<file path="src/common/alu_pkg.sv">
package alu_pkg;

   // datapath width.
   localparam int data_w = 64;

   // the adder computes a real carry only at every sparse_k-th bit.
   localparam int sparse_k = 4;

   // opcodes accepted on the req/ack port.
   typedef enum logic [2:0] {
      op_add = 3'd0,
      op_sub = 3'd1,
      op_and = 3'd2,
      op_or  = 3'd3,
      op_xor = 3'd4
   } alu_op_e;

   // four-phase port controller.
   typedef enum logic [1:0] {
      st_idle = 2'd0,  // waiting for req.
      st_busy = 2'd1,  // operands held, datapath settling.
      st_done = 2'd2   // ack high until req drops.
   } ctrl_state_e;

endpackage

</file>
<file path="src/adder/sparse_carry_adder.sv">
`timescale 1ns/10ps

module sparse_carry_adder (
   input  logic [alu_pkg::data_w-1:0] a,
   input  logic [alu_pkg::data_w-1:0] b,
   input  logic                       cin,
   output logic [alu_pkg::data_w-1:0] sum,
   output logic                       cout
);
   import alu_pkg::*;

   localparam int n_pair = data_w / 2;
   localparam int n_grp  = data_w / sparse_k;

   // index 0 holds cin as a generate, bit i of a and b sits at index i+1.
   logic [data_w:0]   p_x;
   logic [data_w:0]   g_x;

   logic [n_pair-1:0] gp1;  // pair generate.
   logic [n_pair-1:0] pp1;  // pair propagate.
   logic [n_grp-1:0]  gg;   // group of four generate.
   logic [n_grp-1:0]  pg;   // group of four propagate.

   logic [n_grp:0]    c_grp;  // carry into index sparse_k*k.
   logic [n_grp-1:0]  c_mid;  // carry into the middle of each group.
   logic [data_w:1]   cx;     // carry into every index.

   assign p_x = {a ^ b, 1'b0};
   assign g_x = {a & b, cin};

   genvar i;

   // first prefix level, adjacent pairs.
   generate
      for (i = 0; i < n_pair; i++) begin : g_lvl1
         assign gp1[i] = g_x[2*i+1] | p_x[2*i+1] & g_x[2*i];
         assign pp1[i] = p_x[2*i+1] & p_x[2*i];
      end
   endgenerate

   // second prefix level, pairs of pairs.
   generate
      for (i = 0; i < n_grp; i++) begin : g_lvl2
         assign gg[i] = gp1[2*i+1] | pp1[2*i+1] & gp1[2*i];
         assign pg[i] = pp1[2*i+1] & pp1[2*i];
      end
   endgenerate

   // group 0 already folds in cin through g_x[0].
   always_comb begin
      c_grp[0] = 1'b0;
      for (int k = 0; k < n_grp; k++) begin
         c_grp[k+1] = gg[k] | pg[k] & c_grp[k];
      end
   end

   // local fill inside each group from its incoming sparse carry.
   generate
      for (i = 0; i < n_grp; i++) begin : g_fill
         assign c_mid[i] = gp1[2*i] | pp1[2*i] & c_grp[i];

         assign cx[sparse_k*i+1] = g_x[sparse_k*i] | p_x[sparse_k*i] & c_grp[i];
         assign cx[sparse_k*i+2] = c_mid[i];
         assign cx[sparse_k*i+3] = g_x[sparse_k*i+2] | p_x[sparse_k*i+2] & c_mid[i];
      end
   endgenerate

   // group boundaries take the chained carry directly.
   generate
      for (i = 1; i <= n_grp; i++) begin : g_tap
         assign cx[sparse_k*i] = c_grp[i];
      end
   endgenerate

   assign sum  = p_x[data_w:1] ^ cx;
   assign cout = g_x[data_w] | p_x[data_w] & cx[data_w];  // out of the msb.

endmodule

</file>
<file path="src/hw/logic_unit.sv">
`timescale 1ns/10ps

module logic_unit (
   input  alu_pkg::alu_op_e            op,
   input  logic [alu_pkg::data_w-1:0]  a,
   input  logic [alu_pkg::data_w-1:0]  b,
   output logic [alu_pkg::data_w-1:0]  logic_res
);
   import alu_pkg::*;

   // operands arrive already registered by the port controller.
   always_comb begin
      case (op)
         op_and:  logic_res = a & b;
         op_or:   logic_res = a | b;
         op_xor:  logic_res = a ^ b;
         default: logic_res = '0;  // add and sub go through the adder.
      endcase
   end

endmodule

</file>
<file path="src/hw/result_merge.sv">
`timescale 1ns/10ps

module result_merge (
   input  logic                        clk,
   input  logic                        rst,
   input  logic                        load,
   input  alu_pkg::alu_op_e            op,
   input  logic [alu_pkg::data_w-1:0]  a,
   input  logic [alu_pkg::data_w-1:0]  b,
   input  logic [alu_pkg::data_w-1:0]  sum,
   input  logic [alu_pkg::data_w-1:0]  logic_res,
   input  logic                        cout,
   output logic [alu_pkg::data_w-1:0]  result,
   output logic                        zero,
   output logic                        negative,
   output logic                        carry,
   output logic                        overflow
);
   import alu_pkg::*;

   localparam int msb = data_w - 1;

   logic              is_sub;
   logic              is_arith;
   logic [data_w-1:0] sel;
   logic              sign_flip;  // result sign differs from a.
   logic              ovf;

   assign is_sub    = (op == op_sub);
   assign is_arith  = (op == op_add) || is_sub;
   assign sel       = is_arith ? sum : logic_res;
   assign sign_flip = sum[msb] ^ a[msb];

   // b here is the true operand, not the inverted adder input.
   assign ovf = is_sub ? ((a[msb] ^ b[msb]) & sign_flip)
                       : (~(a[msb] ^ b[msb]) & sign_flip);

   always_ff @(posedge clk) begin
      if (rst) begin
         result   <= '0;
         zero     <= 1'b0;
         negative <= 1'b0;
         carry    <= 1'b0;
         overflow <= 1'b0;
      end else if (load) begin
         result   <= sel;
         zero     <= (sel == '0);
         negative <= sel[msb];
         carry    <= is_arith & cout;  // no borrow on sub.
         overflow <= is_arith & ovf;
      end
   end

   a_logic_flags: assert property (@(posedge clk) disable iff (rst)
      load && !is_arith |=> !carry && !overflow)
      else $error("carry or overflow set after a logic op");

endmodule

</file>
<file path="src/hw/op_port_ctrl.sv">
`timescale 1ns/10ps

module op_port_ctrl (
   input  logic                        clk,
   input  logic                        rst,
   input  logic                        req,
   input  alu_pkg::alu_op_e            op,
   input  logic [alu_pkg::data_w-1:0]  a,
   input  logic [alu_pkg::data_w-1:0]  b,
   output logic                        ack,
   output logic                        load,
   output alu_pkg::alu_op_e            op_q,
   output logic [alu_pkg::data_w-1:0]  a_q,
   output logic [alu_pkg::data_w-1:0]  b_q,
   output logic [alu_pkg::data_w-1:0]  add_b,
   output logic                        add_cin
);
   import alu_pkg::*;

   ctrl_state_e state;
   logic        take;

   assign take = (state == st_idle) && req;  // new request accepted.

   always_ff @(posedge clk) begin
      if (rst) begin
         state <= st_idle;
         ack   <= 1'b0;
         load  <= 1'b0;
      end else begin
         load <= 1'b0;
         case (state)
            st_idle: begin
               if (take) begin
                  state <= st_busy;
                  load  <= 1'b1;  // merge registers on the next edge.
               end
            end
            st_busy: begin
               state <= st_done;
               ack   <= 1'b1;
            end
            st_done: begin
               if (!req) begin
                  state <= st_idle;
                  ack   <= 1'b0;
               end
            end
            default: state <= st_idle;
         endcase
      end
   end

   // subtract becomes a + ~b + 1, so the adder needs no opcode.
   always_ff @(posedge clk) begin
      if (take) begin
         op_q    <= op;
         a_q     <= a;
         b_q     <= b;
         add_b   <= (op == op_sub) ? ~b : b;
         add_cin <= (op == op_sub);
      end
   end

   a_idle_no_ack: assert property (@(posedge clk) disable iff (rst)
      state == st_idle |-> !ack)
      else $error("ack high while idle");

   a_ops_hold: assert property (@(posedge clk) disable iff (rst)
      ack |=> !ack || ($stable(op_q) && $stable(a_q) && $stable(b_q)))
      else $error("captured operands moved while ack high");

endmodule

</file>
<file path="src/hw/alu_top.sv">
`timescale 1ns/10ps

module alu_top (
   input  logic                        clk,
   input  logic                        rst,
   input  logic                        req,
   input  alu_pkg::alu_op_e            op,
   input  logic [alu_pkg::data_w-1:0]  a,
   input  logic [alu_pkg::data_w-1:0]  b,
   output logic                        ack,
   output logic [alu_pkg::data_w-1:0]  result,
   output logic                        zero,
   output logic                        negative,
   output logic                        carry,
   output logic                        overflow
);
   import alu_pkg::*;

   alu_op_e           op_q;
   logic [data_w-1:0] a_q;
   logic [data_w-1:0] b_q;
   logic [data_w-1:0] add_b;
   logic              add_cin;
   logic              load;
   logic [data_w-1:0] sum;
   logic              cout;
   logic [data_w-1:0] logic_res;

   op_port_ctrl u_ctrl (
      .clk     (clk),
      .rst     (rst),
      .req     (req),
      .op      (op),
      .a       (a),
      .b       (b),
      .ack     (ack),
      .load    (load),
      .op_q    (op_q),
      .a_q     (a_q),
      .b_q     (b_q),
      .add_b   (add_b),
      .add_cin (add_cin)
   );

   sparse_carry_adder u_add (
      .a    (a_q),
      .b    (add_b),
      .cin  (add_cin),
      .sum  (sum),
      .cout (cout)
   );

   logic_unit u_logic (
      .op        (op_q),
      .a         (a_q),
      .b         (b_q),
      .logic_res (logic_res)
   );

   result_merge u_merge (
      .clk       (clk),
      .rst       (rst),
      .load      (load),
      .op        (op_q),
      .a         (a_q),
      .b         (b_q),
      .sum       (sum),
      .logic_res (logic_res),
      .cout      (cout),
      .result    (result),
      .zero      (zero),
      .negative  (negative),
      .carry     (carry),
      .overflow  (overflow)
   );

endmodule

</file>
<file path="config.mk">
export PLATFORM = sky130hd
export DESIGN_NAME = alu_top
export DESIGN_NICKNAME = d
export VERILOG_FILES = /design/src/common/alu_pkg.sv /design/src/adder/sparse_carry_adder.sv /design/src/hw/logic_unit.sv /design/src/hw/result_merge.sv /design/src/hw/op_port_ctrl.sv /design/src/hw/alu_top.sv
export SDC_FILE = /design/constraint.sdc
export NUM_CORES = 1
export LEC_CHECK = 0
export BUFFER_PORTS_ARGS = -buffer_cell sky130_fd_sc_hd__clkbuf_2
export CORE_MARGIN = 10
export CORE_UTILIZATION = 53
export CTS_CLUSTER_DIAMETER = 150
export DETAILED_ROUTE_END_ITERATION = 8
export PLACE_DENSITY = 0.83
export SLEW_MARGIN = 20
export SYNTH_ARGS = -nofsm -noshare
export SYNTH_HDL_FRONTEND = slang
export SYNTH_HIERARCHICAL = 1
export SYNTH_SLANG_ARGS = --single-unit
</file>
<file path="constraint.sdc">
create_clock -name clk -period 17.8 [get_ports clk]
set_input_delay 3.56 -clock clk [delete_from_list [all_inputs] [get_ports clk]]
set_output_delay 3.56 -clock clk [all_outputs]
set_load 0.01 [all_outputs]
</file>
# ---- Yosys cells after proc, flatten, opt, wreduce, memory -nomap -nowiden
# Index checks and enable logic that the tools add are counted.
# Widths: inputs -> output; s select.
dict set report word_totals {
  out_inout_bits 69
  word_cells 322
  memories 0
  ramBits 0
  latchBits 0
  reg_bits 268
  in_bits 134
  mem_bits_ro 0
}
dict set report op_classes {
  reduce_logical 9
  n_div 0
  n_shift 0
  n_mux 10
  mul 0
  n_eq_ne 9
  magnitude_cmp 0
  add_sub_neg 0
  bitwise_logic 281
}
# cell n
set op_table {}
lappend op_table {{$pmux 64 s3} 1}
lappend op_table {{$xor 64x64->64} 3}
lappend op_table {{$and 1x1->1} 160}
lappend op_table {{$and 64x64->64} 2}
lappend op_table {{$mux 64} 2}
lappend op_table {{$or 1x1->1} 110}
lappend op_table {{$logic_not 64->1} 1}
lappend op_table {{$not 64->64} 1}
lappend op_table {{$or 64x64->64} 1}
lappend op_table {{$eq 3x1->1 const B} 2}
lappend op_table {{$eq 3x2->1 const B} 2}
lappend op_table {{$pmux 2 s3} 1}
lappend op_table {{$mux 2} 2}
lappend op_table {{$reduce_and 2->1} 2}
lappend op_table {{$eq 3x3->1 const B} 1}
lappend op_table {{$logic_not 3->1} 1}
lappend op_table {{$mux 1} 3}
lappend op_table {{$eq 2x1->1 const B} 1}
lappend op_table {{$eq 2x2->1 const B} 1}
lappend op_table {{$logic_not 2->1} 1}
lappend op_table {{$ne 2x1->1 const B} 1}
lappend op_table {{$ne 2x2->1 const B} 1}
lappend op_table {{$not 1->1} 2}
lappend op_table {{$pmux 1 s2} 1}
lappend op_table {{5 further kinds} 6}

# ---- Depth between registers and ports, before layout
# Gate-level depths: netlist (run 1).
dict set report depth {
  ltp_word 42
  ltp_mapped 20
  mapped_depth_nobuf 20
}

# ---- Cells and area by module
# The synthesis (run 1) kept the hierarchy.
# module seq_area_each_um2 cells_each instances area_per_inst_um2
set modules_own_cells {}
lappend modules_own_cells {op_port_ctrl 5965.7 282 1 6668.9}
lappend modules_own_cells {logic_unit 0.0 477 1 3422.0}
lappend modules_own_cells {result_merge 1341.3 430 1 3275.6}
lappend modules_own_cells {sparse_carry_adder 0.0 296 1 2685.1}

# ---- Least setup slack after synthesis (run 1)
# Ideal clock, no wire load.
dict set report synth_path {
  kind {input-to-reg}
  from {input port req}
  to {register u_ctrl/a_q[0] (netlist bit) (enable)}
  arrival_time_ns 17.583
  path_buffers 0
  slack_ns -0.816
  required_ns 16.766
  stages 1
  setup_ns 1.034
  path_cell_list {nor3b_1}
}
dict set report synth_via {
  elab_chain_cells 1
}
# element line
set synth_rtl {}
lappend synth_rtl {{start: declaration} alu_top.sv:6} ;# input logic req,
lappend synth_rtl {{$logic_and 1x1->1} op_port_ctrl.sv:23} ;# assign take = (state == st_idle) && req;
lappend synth_rtl {{end signal: assignment} op_port_ctrl.sv:58} ;# a_q <= a;
lappend synth_rtl {{end: declaration} op_port_ctrl.sv:13} ;# output logic [alu_pkg::data_w-1:0] a_q,
# No other way between the ends.
# A chain may end at the register's enable or synchronous reset.

# ---- Worst setup path in the final report (run 1)
dict set report layout_path {
  from {register u_ctrl/a_q[0] (netlist bit)}
  to {register u_merge.zero}
}
dict set report layout_via {
  word_cells_on_any_way 135
  cone_classes {mux: 2; bitwise: 132; reduce/logical: 1}
}
# element line
set layout_lines {}
lappend layout_lines {{$xor 64x64->64} sparse_carry_adder.sv:28} ;# assign p_x = {a ^ b, 1'b0};
lappend layout_lines {{$and 1x1->1} sparse_carry_adder.sv:36} ;# assign gp1[i] = g_x[2*i+1] | p_x[2*i+1] & g_x[2*i];
lappend layout_lines {{$or 1x1->1 (*)} sparse_carry_adder.sv:36}
lappend layout_lines {{$and 1x1->1 (*)} sparse_carry_adder.sv:44} ;# assign gg[i] = gp1[2*i+1] | pp1[2*i+1] & gp1[2*i];
lappend layout_lines {{$or 1x1->1 (*)} sparse_carry_adder.sv:44}
lappend layout_lines {{$and 1x1->1 (*)} sparse_carry_adder.sv:53} ;# c_grp[k+1] = gg[k] | pg[k] & c_grp[k];
lappend layout_lines {{$or 1x1->1 (*)} sparse_carry_adder.sv:53}
lappend layout_lines {{$and 1x1->1 (*)} sparse_carry_adder.sv:53}
lappend layout_lines {{[23 not listed]} -}
lappend layout_lines {{$and 1x1->1 (*)} sparse_carry_adder.sv:53}
lappend layout_lines {{$or 1x1->1 (*)} sparse_carry_adder.sv:53}
lappend layout_lines {{$and 1x1->1 (*)} sparse_carry_adder.sv:53}
lappend layout_lines {{$or 1x1->1 (*)} sparse_carry_adder.sv:53}
lappend layout_lines {{$xor 64x64->64 (*)} sparse_carry_adder.sv:75} ;# assign sum = p_x[data_w:1] ^ cx;
lappend layout_lines {{named net sum[63]} alu_top.sv:25} ;# logic [data_w-1:0] sum;
lappend layout_lines {{$mux 64 (*)} result_merge.sv:31} ;# assign sel = is_arith ? sum : logic_res;
lappend layout_lines {{$logic_not 64->1 (*)} result_merge.sv:47} ;# zero <= (sel == '0);
lappend layout_lines {{end signal: assignment} result_merge.sv:47}
lappend layout_lines {{end: declaration} result_merge.sv:14} ;# output logic zero,
# The timed path passes the listed nets; every way through them passes the cells marked *.

==> results of run 1 <==
==> power breakdown <==
part	switching [mW]	internal (mW)	leakage [nW]
clock	0.255	0.401	0.516
sequential	0.0365	0.724	2.46
combinational	0.216	0.136	5.23
total	0.508	1.26	8.21
==> cell type report <==
class	count	share of cell area [%]
tap	390	2.66
multi-input combinational	979	42.4
inverter	161	3.30
timing repair buffer	215	6.11
sequential	267	39.9
clock buffer	46	4.86
clock inverter	10	0.839
==> per-stage QoR <==
step,hold slack [ps],utilization (%),cells
6_report,482,61.5,2068
3_5_place_dp,474,58.0,2012
3_3_place_gp,464,58.0,2012
5_1_grt,498,61.5,2068
2_1_floorplan,490,-,1485
4_1_cts,484,61.5,2068
==> cell usage in the layout, fill, tap and decap left out, types with 70 or more instances in the layout <==
cell and instances:
clkbuf_2 202, edfxtp_1 196, ha_1 190, inv_1 161
nor2_1 136, xor2_1 92, nand2_1 86, a21oi_1 83
dfxtp_1 70
==> flip-flops by register name, summed over array words and instances, names as in the netlist <==
| signal | flops |
|---|---|
| u_merge/result | 64 |
| u_merge/zero | 1 |
| u_merge/carry | 1 |
| u_ctrl/load | 1 |
| u_ctrl/a_q | 64 |
| u_merge/overflow | 1 |
| u_ctrl/state | 2 |
| u_ctrl/add_b | 64 |
| u_ctrl/b_q | 64 |
| u_ctrl/add_cin | 1 |
| u_ctrl/ack | 1 |
| u_ctrl/op_q | 3 |
==> worst max-delay path: cells and delay by family, from the launching register on <==
kind,cells,cell delay (ps)
compound gates,11,2620
simple gates,5,1060
fa+ha+maj,2,960
flops,1,390
buf+inv,2,150
==> how the worst min path moves through the flow <==
stage,from,end,slack [ps],depth (start not counted)
2_1_floorplan,u_merge/carry$_SDFFE_PP0P_,u_merge/carry$_SDFFE_PP0P_,490,2
5_1_grt,u_merge/result[32]$_SDFFE_PP0P_,u_merge/result[32]$_SDFFE_PP0P_,500,2
3_3_place_gp,u_merge/carry$_SDFFE_PP0P_,u_merge/carry$_SDFFE_PP0P_,460,2
4_1_cts,u_merge/carry$_SDFFE_PP0P_,u_merge/carry$_SDFFE_PP0P_,480,2
3_5_place_dp,u_merge/carry$_SDFFE_PP0P_,u_merge/carry$_SDFFE_PP0P_,470,2
6_report,u_merge/result[62]$_SDFFE_PP0P_,u_merge/result[62]$_SDFFE_PP0P_,480,2
==> cell families after synthesis <==
group	after synthesis	share of synthesized area [%]
compound gates	346	15.0
simple gates	305	8.43
flops	267	45.5
buf+inv	239	6.30
fa+ha+maj	223	18.9
xor+xnor	96	5.24
mux	9	0.569
==> metal layers <==
metal  vias to the layer above  GRT usage [%]  share of wire (%)
met5                         -              0                  0
met4                         0           8.26                3.9
met3                       101           4.41                8.6
met2                       570           36.4                 48
met1                      5755           27.4                 40
li1                       5627              -                  -
==> metrics.yaml, run 1 <==
outcome: "completed"
ir_drop_uv: 78.7
critical_path_class: "flip-flop to flip-flop"
synth_warnings: 6
hold_buffers: 0
skew_ps: 8.66
vias: 12100
ant_nets: 0
avgSynthCellArea_um2: 10.8
setup-tns-final_ps: 0
cts_resized: 0
vias_per_cell: 5.83
cp_data_required_time_ps: 18280
endpoint: "u_merge/zero$_SDFFE_PP0P_"
synth.most_common_cell: "edfxtp_1"
syn2layout_area_growth_pct: 14.2
placed_area_mm2: 0.0173
hold_viol: 0
clkLatencyLatePin_ps: 560
core_area_mm2: 0.0298
syn_nets: 1842
drive_gt1_share_pct: 16.6
p_leak_nw: 8.21
setup_viol: 0
drt_iter0_markers: 1040
initial_core_util_pct: 53.9
final_area_mm2: 0.0183
setup_ws_ps: 12530
diodes: 0
critPathLaunch: "u_ctrl/a_q[0]$_DFFE_PP_"
synthCells: 1485
powerDensity_mw_per_mm2: 96.4
cts-root-buf: "clkbuf_16"
cpPeakStageDelay_ps: 510
multiInputGateArea_mm2: 0.00777
fp.dieH_um: 194
antenna_found_initial: 0
grt_max_degree: 199
r2r_slack_ps: 12530
dr.pass1.iters: 5
synth_top_cell_by_area: "edfxtp_1"
rsz0062_at_grt: "false"
cts_buffer_depth: 3
syn_area_mm2: 0.0161
hold_class: "flip-flop to flip-flop"
ys_ff_latch: 267
grt_pass1_vias: 12300
synth_common_cells: "edfxtp_1 (196), ha_1 (190), inv_1 (161), nor2_1 (136), xor2_1 (92)"
drv_slew: 0
cts_tree: "yes"
place_ws_ps: 12330
critPathArrivalTime_ps: 5750
totalWireLength_mm: 43.5
synth_cell_types: 56
worst_setup_path_start_kind: "flip-flop"
crit_fanout: 5
r2r-start: "u_ctrl/a_q[0]$_DFFE_PP_"
place.gp.congestion: 0.876
yosysTopAreaCellShare_pct: 36.7
io_buffers: 202
cts_inserted_buffers: 30
fin_total_pwr_mw: 1.77
synth_edf_count: 196
cpMaxStageDelayCell: "o41ai_4"
clock_sinks: 267
clock.fmax_ghz: 0.190
grtUsageTotal_pct: 21.8
reg2reg_depth: 20
htreeDepth: 1
maxCapViolations: 0
worst_pin_slew_ps: 1150
place_hpwl_mm: 30.2
seqCellArea_mm2: 0.00731
final.min_clock_period_ps: 5270
async_flop_share_pct: 0
post_cts_buffers: 0
slew-limit-headroom_pct: 23.1
die_area_mm2: 0.0376
rows: 63
grt_first_pass_wirelength_mm: 67.2
drc: 0
grt.overflow.total: 0
path_clk_slew_ps: 60
final_nets: 2011
nFillCells: 2343
die_x_um: 194
routedWlPerCell_um: 21.0
pin_count: 203
finalCritPeriodShare_pct: 29.6
ys_seq_area_share_pct: 45.5
synth_area_leaders: "edfxtp_1 (37%), ha_1 (15%), dfxtp_1 (8.9%)"
path_cells: "inv_1 > fa_1 > nor2b_2 > o2111ai_1 > a31oi_1 > a2111o_1 > nand2_2 > o21a_4 > o41ai_4 > a311oi_2 > a21oi_2 > a41oi_1 > a211o_1 > fa_1 > inv_1 > nor4_1 > nand4_1 > nor2_1 > o21ai_1 > o22ai_2"
ys.flop_type: "edfxtp_1"
crit_path_end_kind: "flip-flop"
r2r_end: "u_merge/zero$_SDFFE_PP0P_"
No activity file was read; power rests on OpenSTA's default activity.
==> run 2, diff against run 1 <==
--- a/config.mk
+++ b/config.mk
@@ -7,10 +7,10 @@
 export LEC_CHECK = 0
 export BUFFER_PORTS_ARGS = -buffer_cell sky130_fd_sc_hd__clkbuf_2
 export CORE_MARGIN = 10
-export CORE_UTILIZATION = 53
+export CORE_UTILIZATION = 59
 export CTS_CLUSTER_DIAMETER = 150
 export DETAILED_ROUTE_END_ITERATION = 8
-export PLACE_DENSITY = 0.83
+export PLACE_DENSITY = 0.87
 export SLEW_MARGIN = 20
 export SYNTH_ARGS = -nofsm -noshare
 export SYNTH_HDL_FRONTEND = slang
==> constraint.sdc (replaced) <==
create_clock -name clk -period 4.9 [get_ports clk]
set_input_delay 0.98 -clock clk [delete_from_list [all_inputs] [get_ports clk]]
set_output_delay 0.98 -clock clk [all_outputs]
set_load 0.01 [all_outputs]
==> metrics.yaml, run 2 (same netlist as run 1, synthesis figures left out) <==
critPathArrivalTime_ps: 5100  # -650 ps
core_area_mm2: 0.0269  # -9.8%
pin_count: 203  # unchanged
drive_gt1_share_pct: 16.6  # +0.080 points
vias: 12400  # +3.1%
die_area_mm2: 0.0342  # -9.2%
ir_drop_uv: 305  # +290%
grt_max_degree: 87  # -56%
r2r-start: "u_ctrl/a_q[0]$_DFFE_PP_"
hold_start: "u_merge/result[34]$_SDFFE_PP0P_"
hold_buffers: 0  # unchanged
final.min_clock_period_ps: 4630  # -647 ps
path_clk_slew_ps: 60  # about the same
clock.fmax_ghz: 0.216  # +14%
ant_nets: 0  # unchanged
crit_fanout: 4  # -1
skew_ps: 8.25  # -0.402 ps
setup-tns-final_ps: 0  # unchanged
htreeDepth: 1  # unchanged
grt_first_pass_wirelength_mm: 67.3  # +0.14%
most-common-layout-cells: "clkbuf_2 (202), edfxtp_1 (196), ha_1 (190)"
drt_iter0_markers: 1250  # +20%
p_leak_nw: 8.17  # -0.52%
cts_tree: "yes"
clkLatencyLatePin_ps: 540  # -20 ps
grt_pass1_vias: 12500  # +2.1%
final_nets: 2017  # +0.30%
slew-limit-headroom_pct: 24.9  # +1.8 points
io_buffers: 202  # unchanged
place_inst: 1969  # -2.1%
critical_path_class: "flip-flop to flip-flop"
grtUsageTotal_pct: 24.7  # +2.9 points
grt.overflow.total: 0  # unchanged
routedWlPerCell_um: 21.4  # +1.9%
worst_pin_slew_ps: 1120  # -28.8 ps
outcome: "completed"
final_util_pct: 67.8  # +6.3 points
place_hpwl_mm: 31.1  # +3.0%
totalWireLength_mm: 43.3  # -0.33%
clock_sinks: 267  # unchanged
cts-root-buf: "clkbuf_16"
mostFrequentLayoutCell: "clkbuf_2"
min_to: "u_merge/result[34]$_SDFFE_PP0P_"
drc: 0  # unchanged
drv_slew: 0  # unchanged
powerDensity_mw_per_mm2: 335  # +250%
whs_path_depth: 2  # unchanged
setup_viol: 0  # unchanged
antenna_found_initial: 0  # unchanged
fp.dieH_um: 185  # -4.7%
die_x_um: 185  # -4.7%
worst_setup_path_start_kind: "flip-flop"
finalCritPeriodShare_pct: 94.4  # +65 points
initial_core_util_pct: 59.7  # +5.9 points
dr.pass1.iters: 5  # unchanged
hold_ws_ps: 487  # +5.20 ps
cts_inserted_buffers: 29  # -3.3%
cts_buffer_depth: 3  # unchanged
rsz0062_at_grt: "false"
hold_viol: 0  # unchanged
r2r_end: "u_merge/zero$_SDFFE_PP0P_"
diodes: 0  # unchanged
syn2layout_area_growth_pct: 13.5
maxCapViolations: 0  # unchanged
rows: 60  # -4.8%
layoutNonFillerInstCount: 2023  # -2.2%
cp_data_required_time_ps: 5370  # -12910 ps
crit_path_end_kind: "flip-flop"
place.gp.congestion: 0.903  # +3.0%
r2r_slack_ps: 270  # -12250 ps
reg2reg_depth: 20  # unchanged
hold_class: "flip-flop to flip-flop"
vias_per_cell: 6.14  # +5.4%
[run 2: cell types whose count changed in the layout (fill, tap and decap cells not counted), sizes merged]
cell	change
clkinvlp	+1
clkinv	+4
inv	-1
clkbuf	-4
buf	+7
bufinv	-3
[run 2: worst max-delay path, cell delays in order (launching register included)]
cell	delay, ps
edfxtp_1	370
inv_1	70
fa_1	470
nor2b_2	160
o2111ai_1	140
a31oi_1	250
a2111o_1	320
nand2_2	110
o21a_4	270
o41ai_4	350
a311oi_2	200
a21oi_2	190
a41oi_2	150
a211o_1	300
fa_1	490
inv_1	70
nor4_2	180
nand4_1	140
nor2_1	130
o21ai_1	90
o22ai_2	100
[run 2: timing repair]
action | 4_1_cts | 5_1_grt
setup buffers | 0 | 1
hold endpoints to repair | 0 | 0
gates resized for setup | 0 | 5
setup endpoints to repair | 0 | 1
[run 2: final cells by class]
| cell class | count | area (um2) |
|---|---|---|
| Clock buffer | 42 | 785 |
| Clock inverter | 11 | 78.8 |
| Fill cell | 1925 | 8650 |
| Inverter | 161 | 604 |
| Multi-Input combinational cell | 979 | 7800 |
| Sequential cell | 267 | 7310 |
| Tap cell | 341 | 427 |
| Timing Repair Buffer | 222 | 1210 |
[run 2: per-stage QoR]
step           power (mW)  area (um2)  worst slack (ps)
6_report             6.11       18200               274
3_5_place_dp         4.07       17300              90.2
3_3_place_gp         4.00       17300               227
2_1_floorplan        3.63       16100             -1510
5_1_grt              6.38       18200              42.2
4_1_cts              6.09       18200              23.8
[run 2: worst max path at each step]
stage,from,to,slack (ps),cells after the start
3_3_place_gp,u_ctrl/a_q[0]$_DFFE_PP_,u_merge/zero$_SDFFE_PP0P_,230,20
6_report,u_ctrl/a_q[0]$_DFFE_PP_,u_merge/zero$_SDFFE_PP0P_,270,20
5_1_grt,u_ctrl/a_q[0]$_DFFE_PP_,u_merge/zero$_SDFFE_PP0P_,40,20
2_1_floorplan,req,u_ctrl/a_q[0]$_DFFE_PP_,-1510,1
4_1_cts,u_ctrl/a_q[0]$_DFFE_PP_,u_merge/zero$_SDFFE_PP0P_,20,20
3_5_place_dp,u_ctrl/a_q[0]$_DFFE_PP_,u_merge/zero$_SDFFE_PP0P_,90,20
[run 2: metal layers]
metal	GRT usage (%)	vias up	wire, um	share of wire (%)
met5	0	-	0	0
met4	9.62	0	1760	4.1
met3	4.72	111	3980	9.2
met2	41.6	701	21000	48
met1	30.9	5986	16600	38
li1	-	5631	-	-
[run 2: where the power goes]
| part | switching (mW) | internal (mW) | leakage [nW] |
|---|---|---|---|
| logic | 0.796 | 0.513 | 5.29 |
| clock network | 0.868 | 1.16 | 0.421 |
| registers | 0.147 | 2.63 | 2.46 |
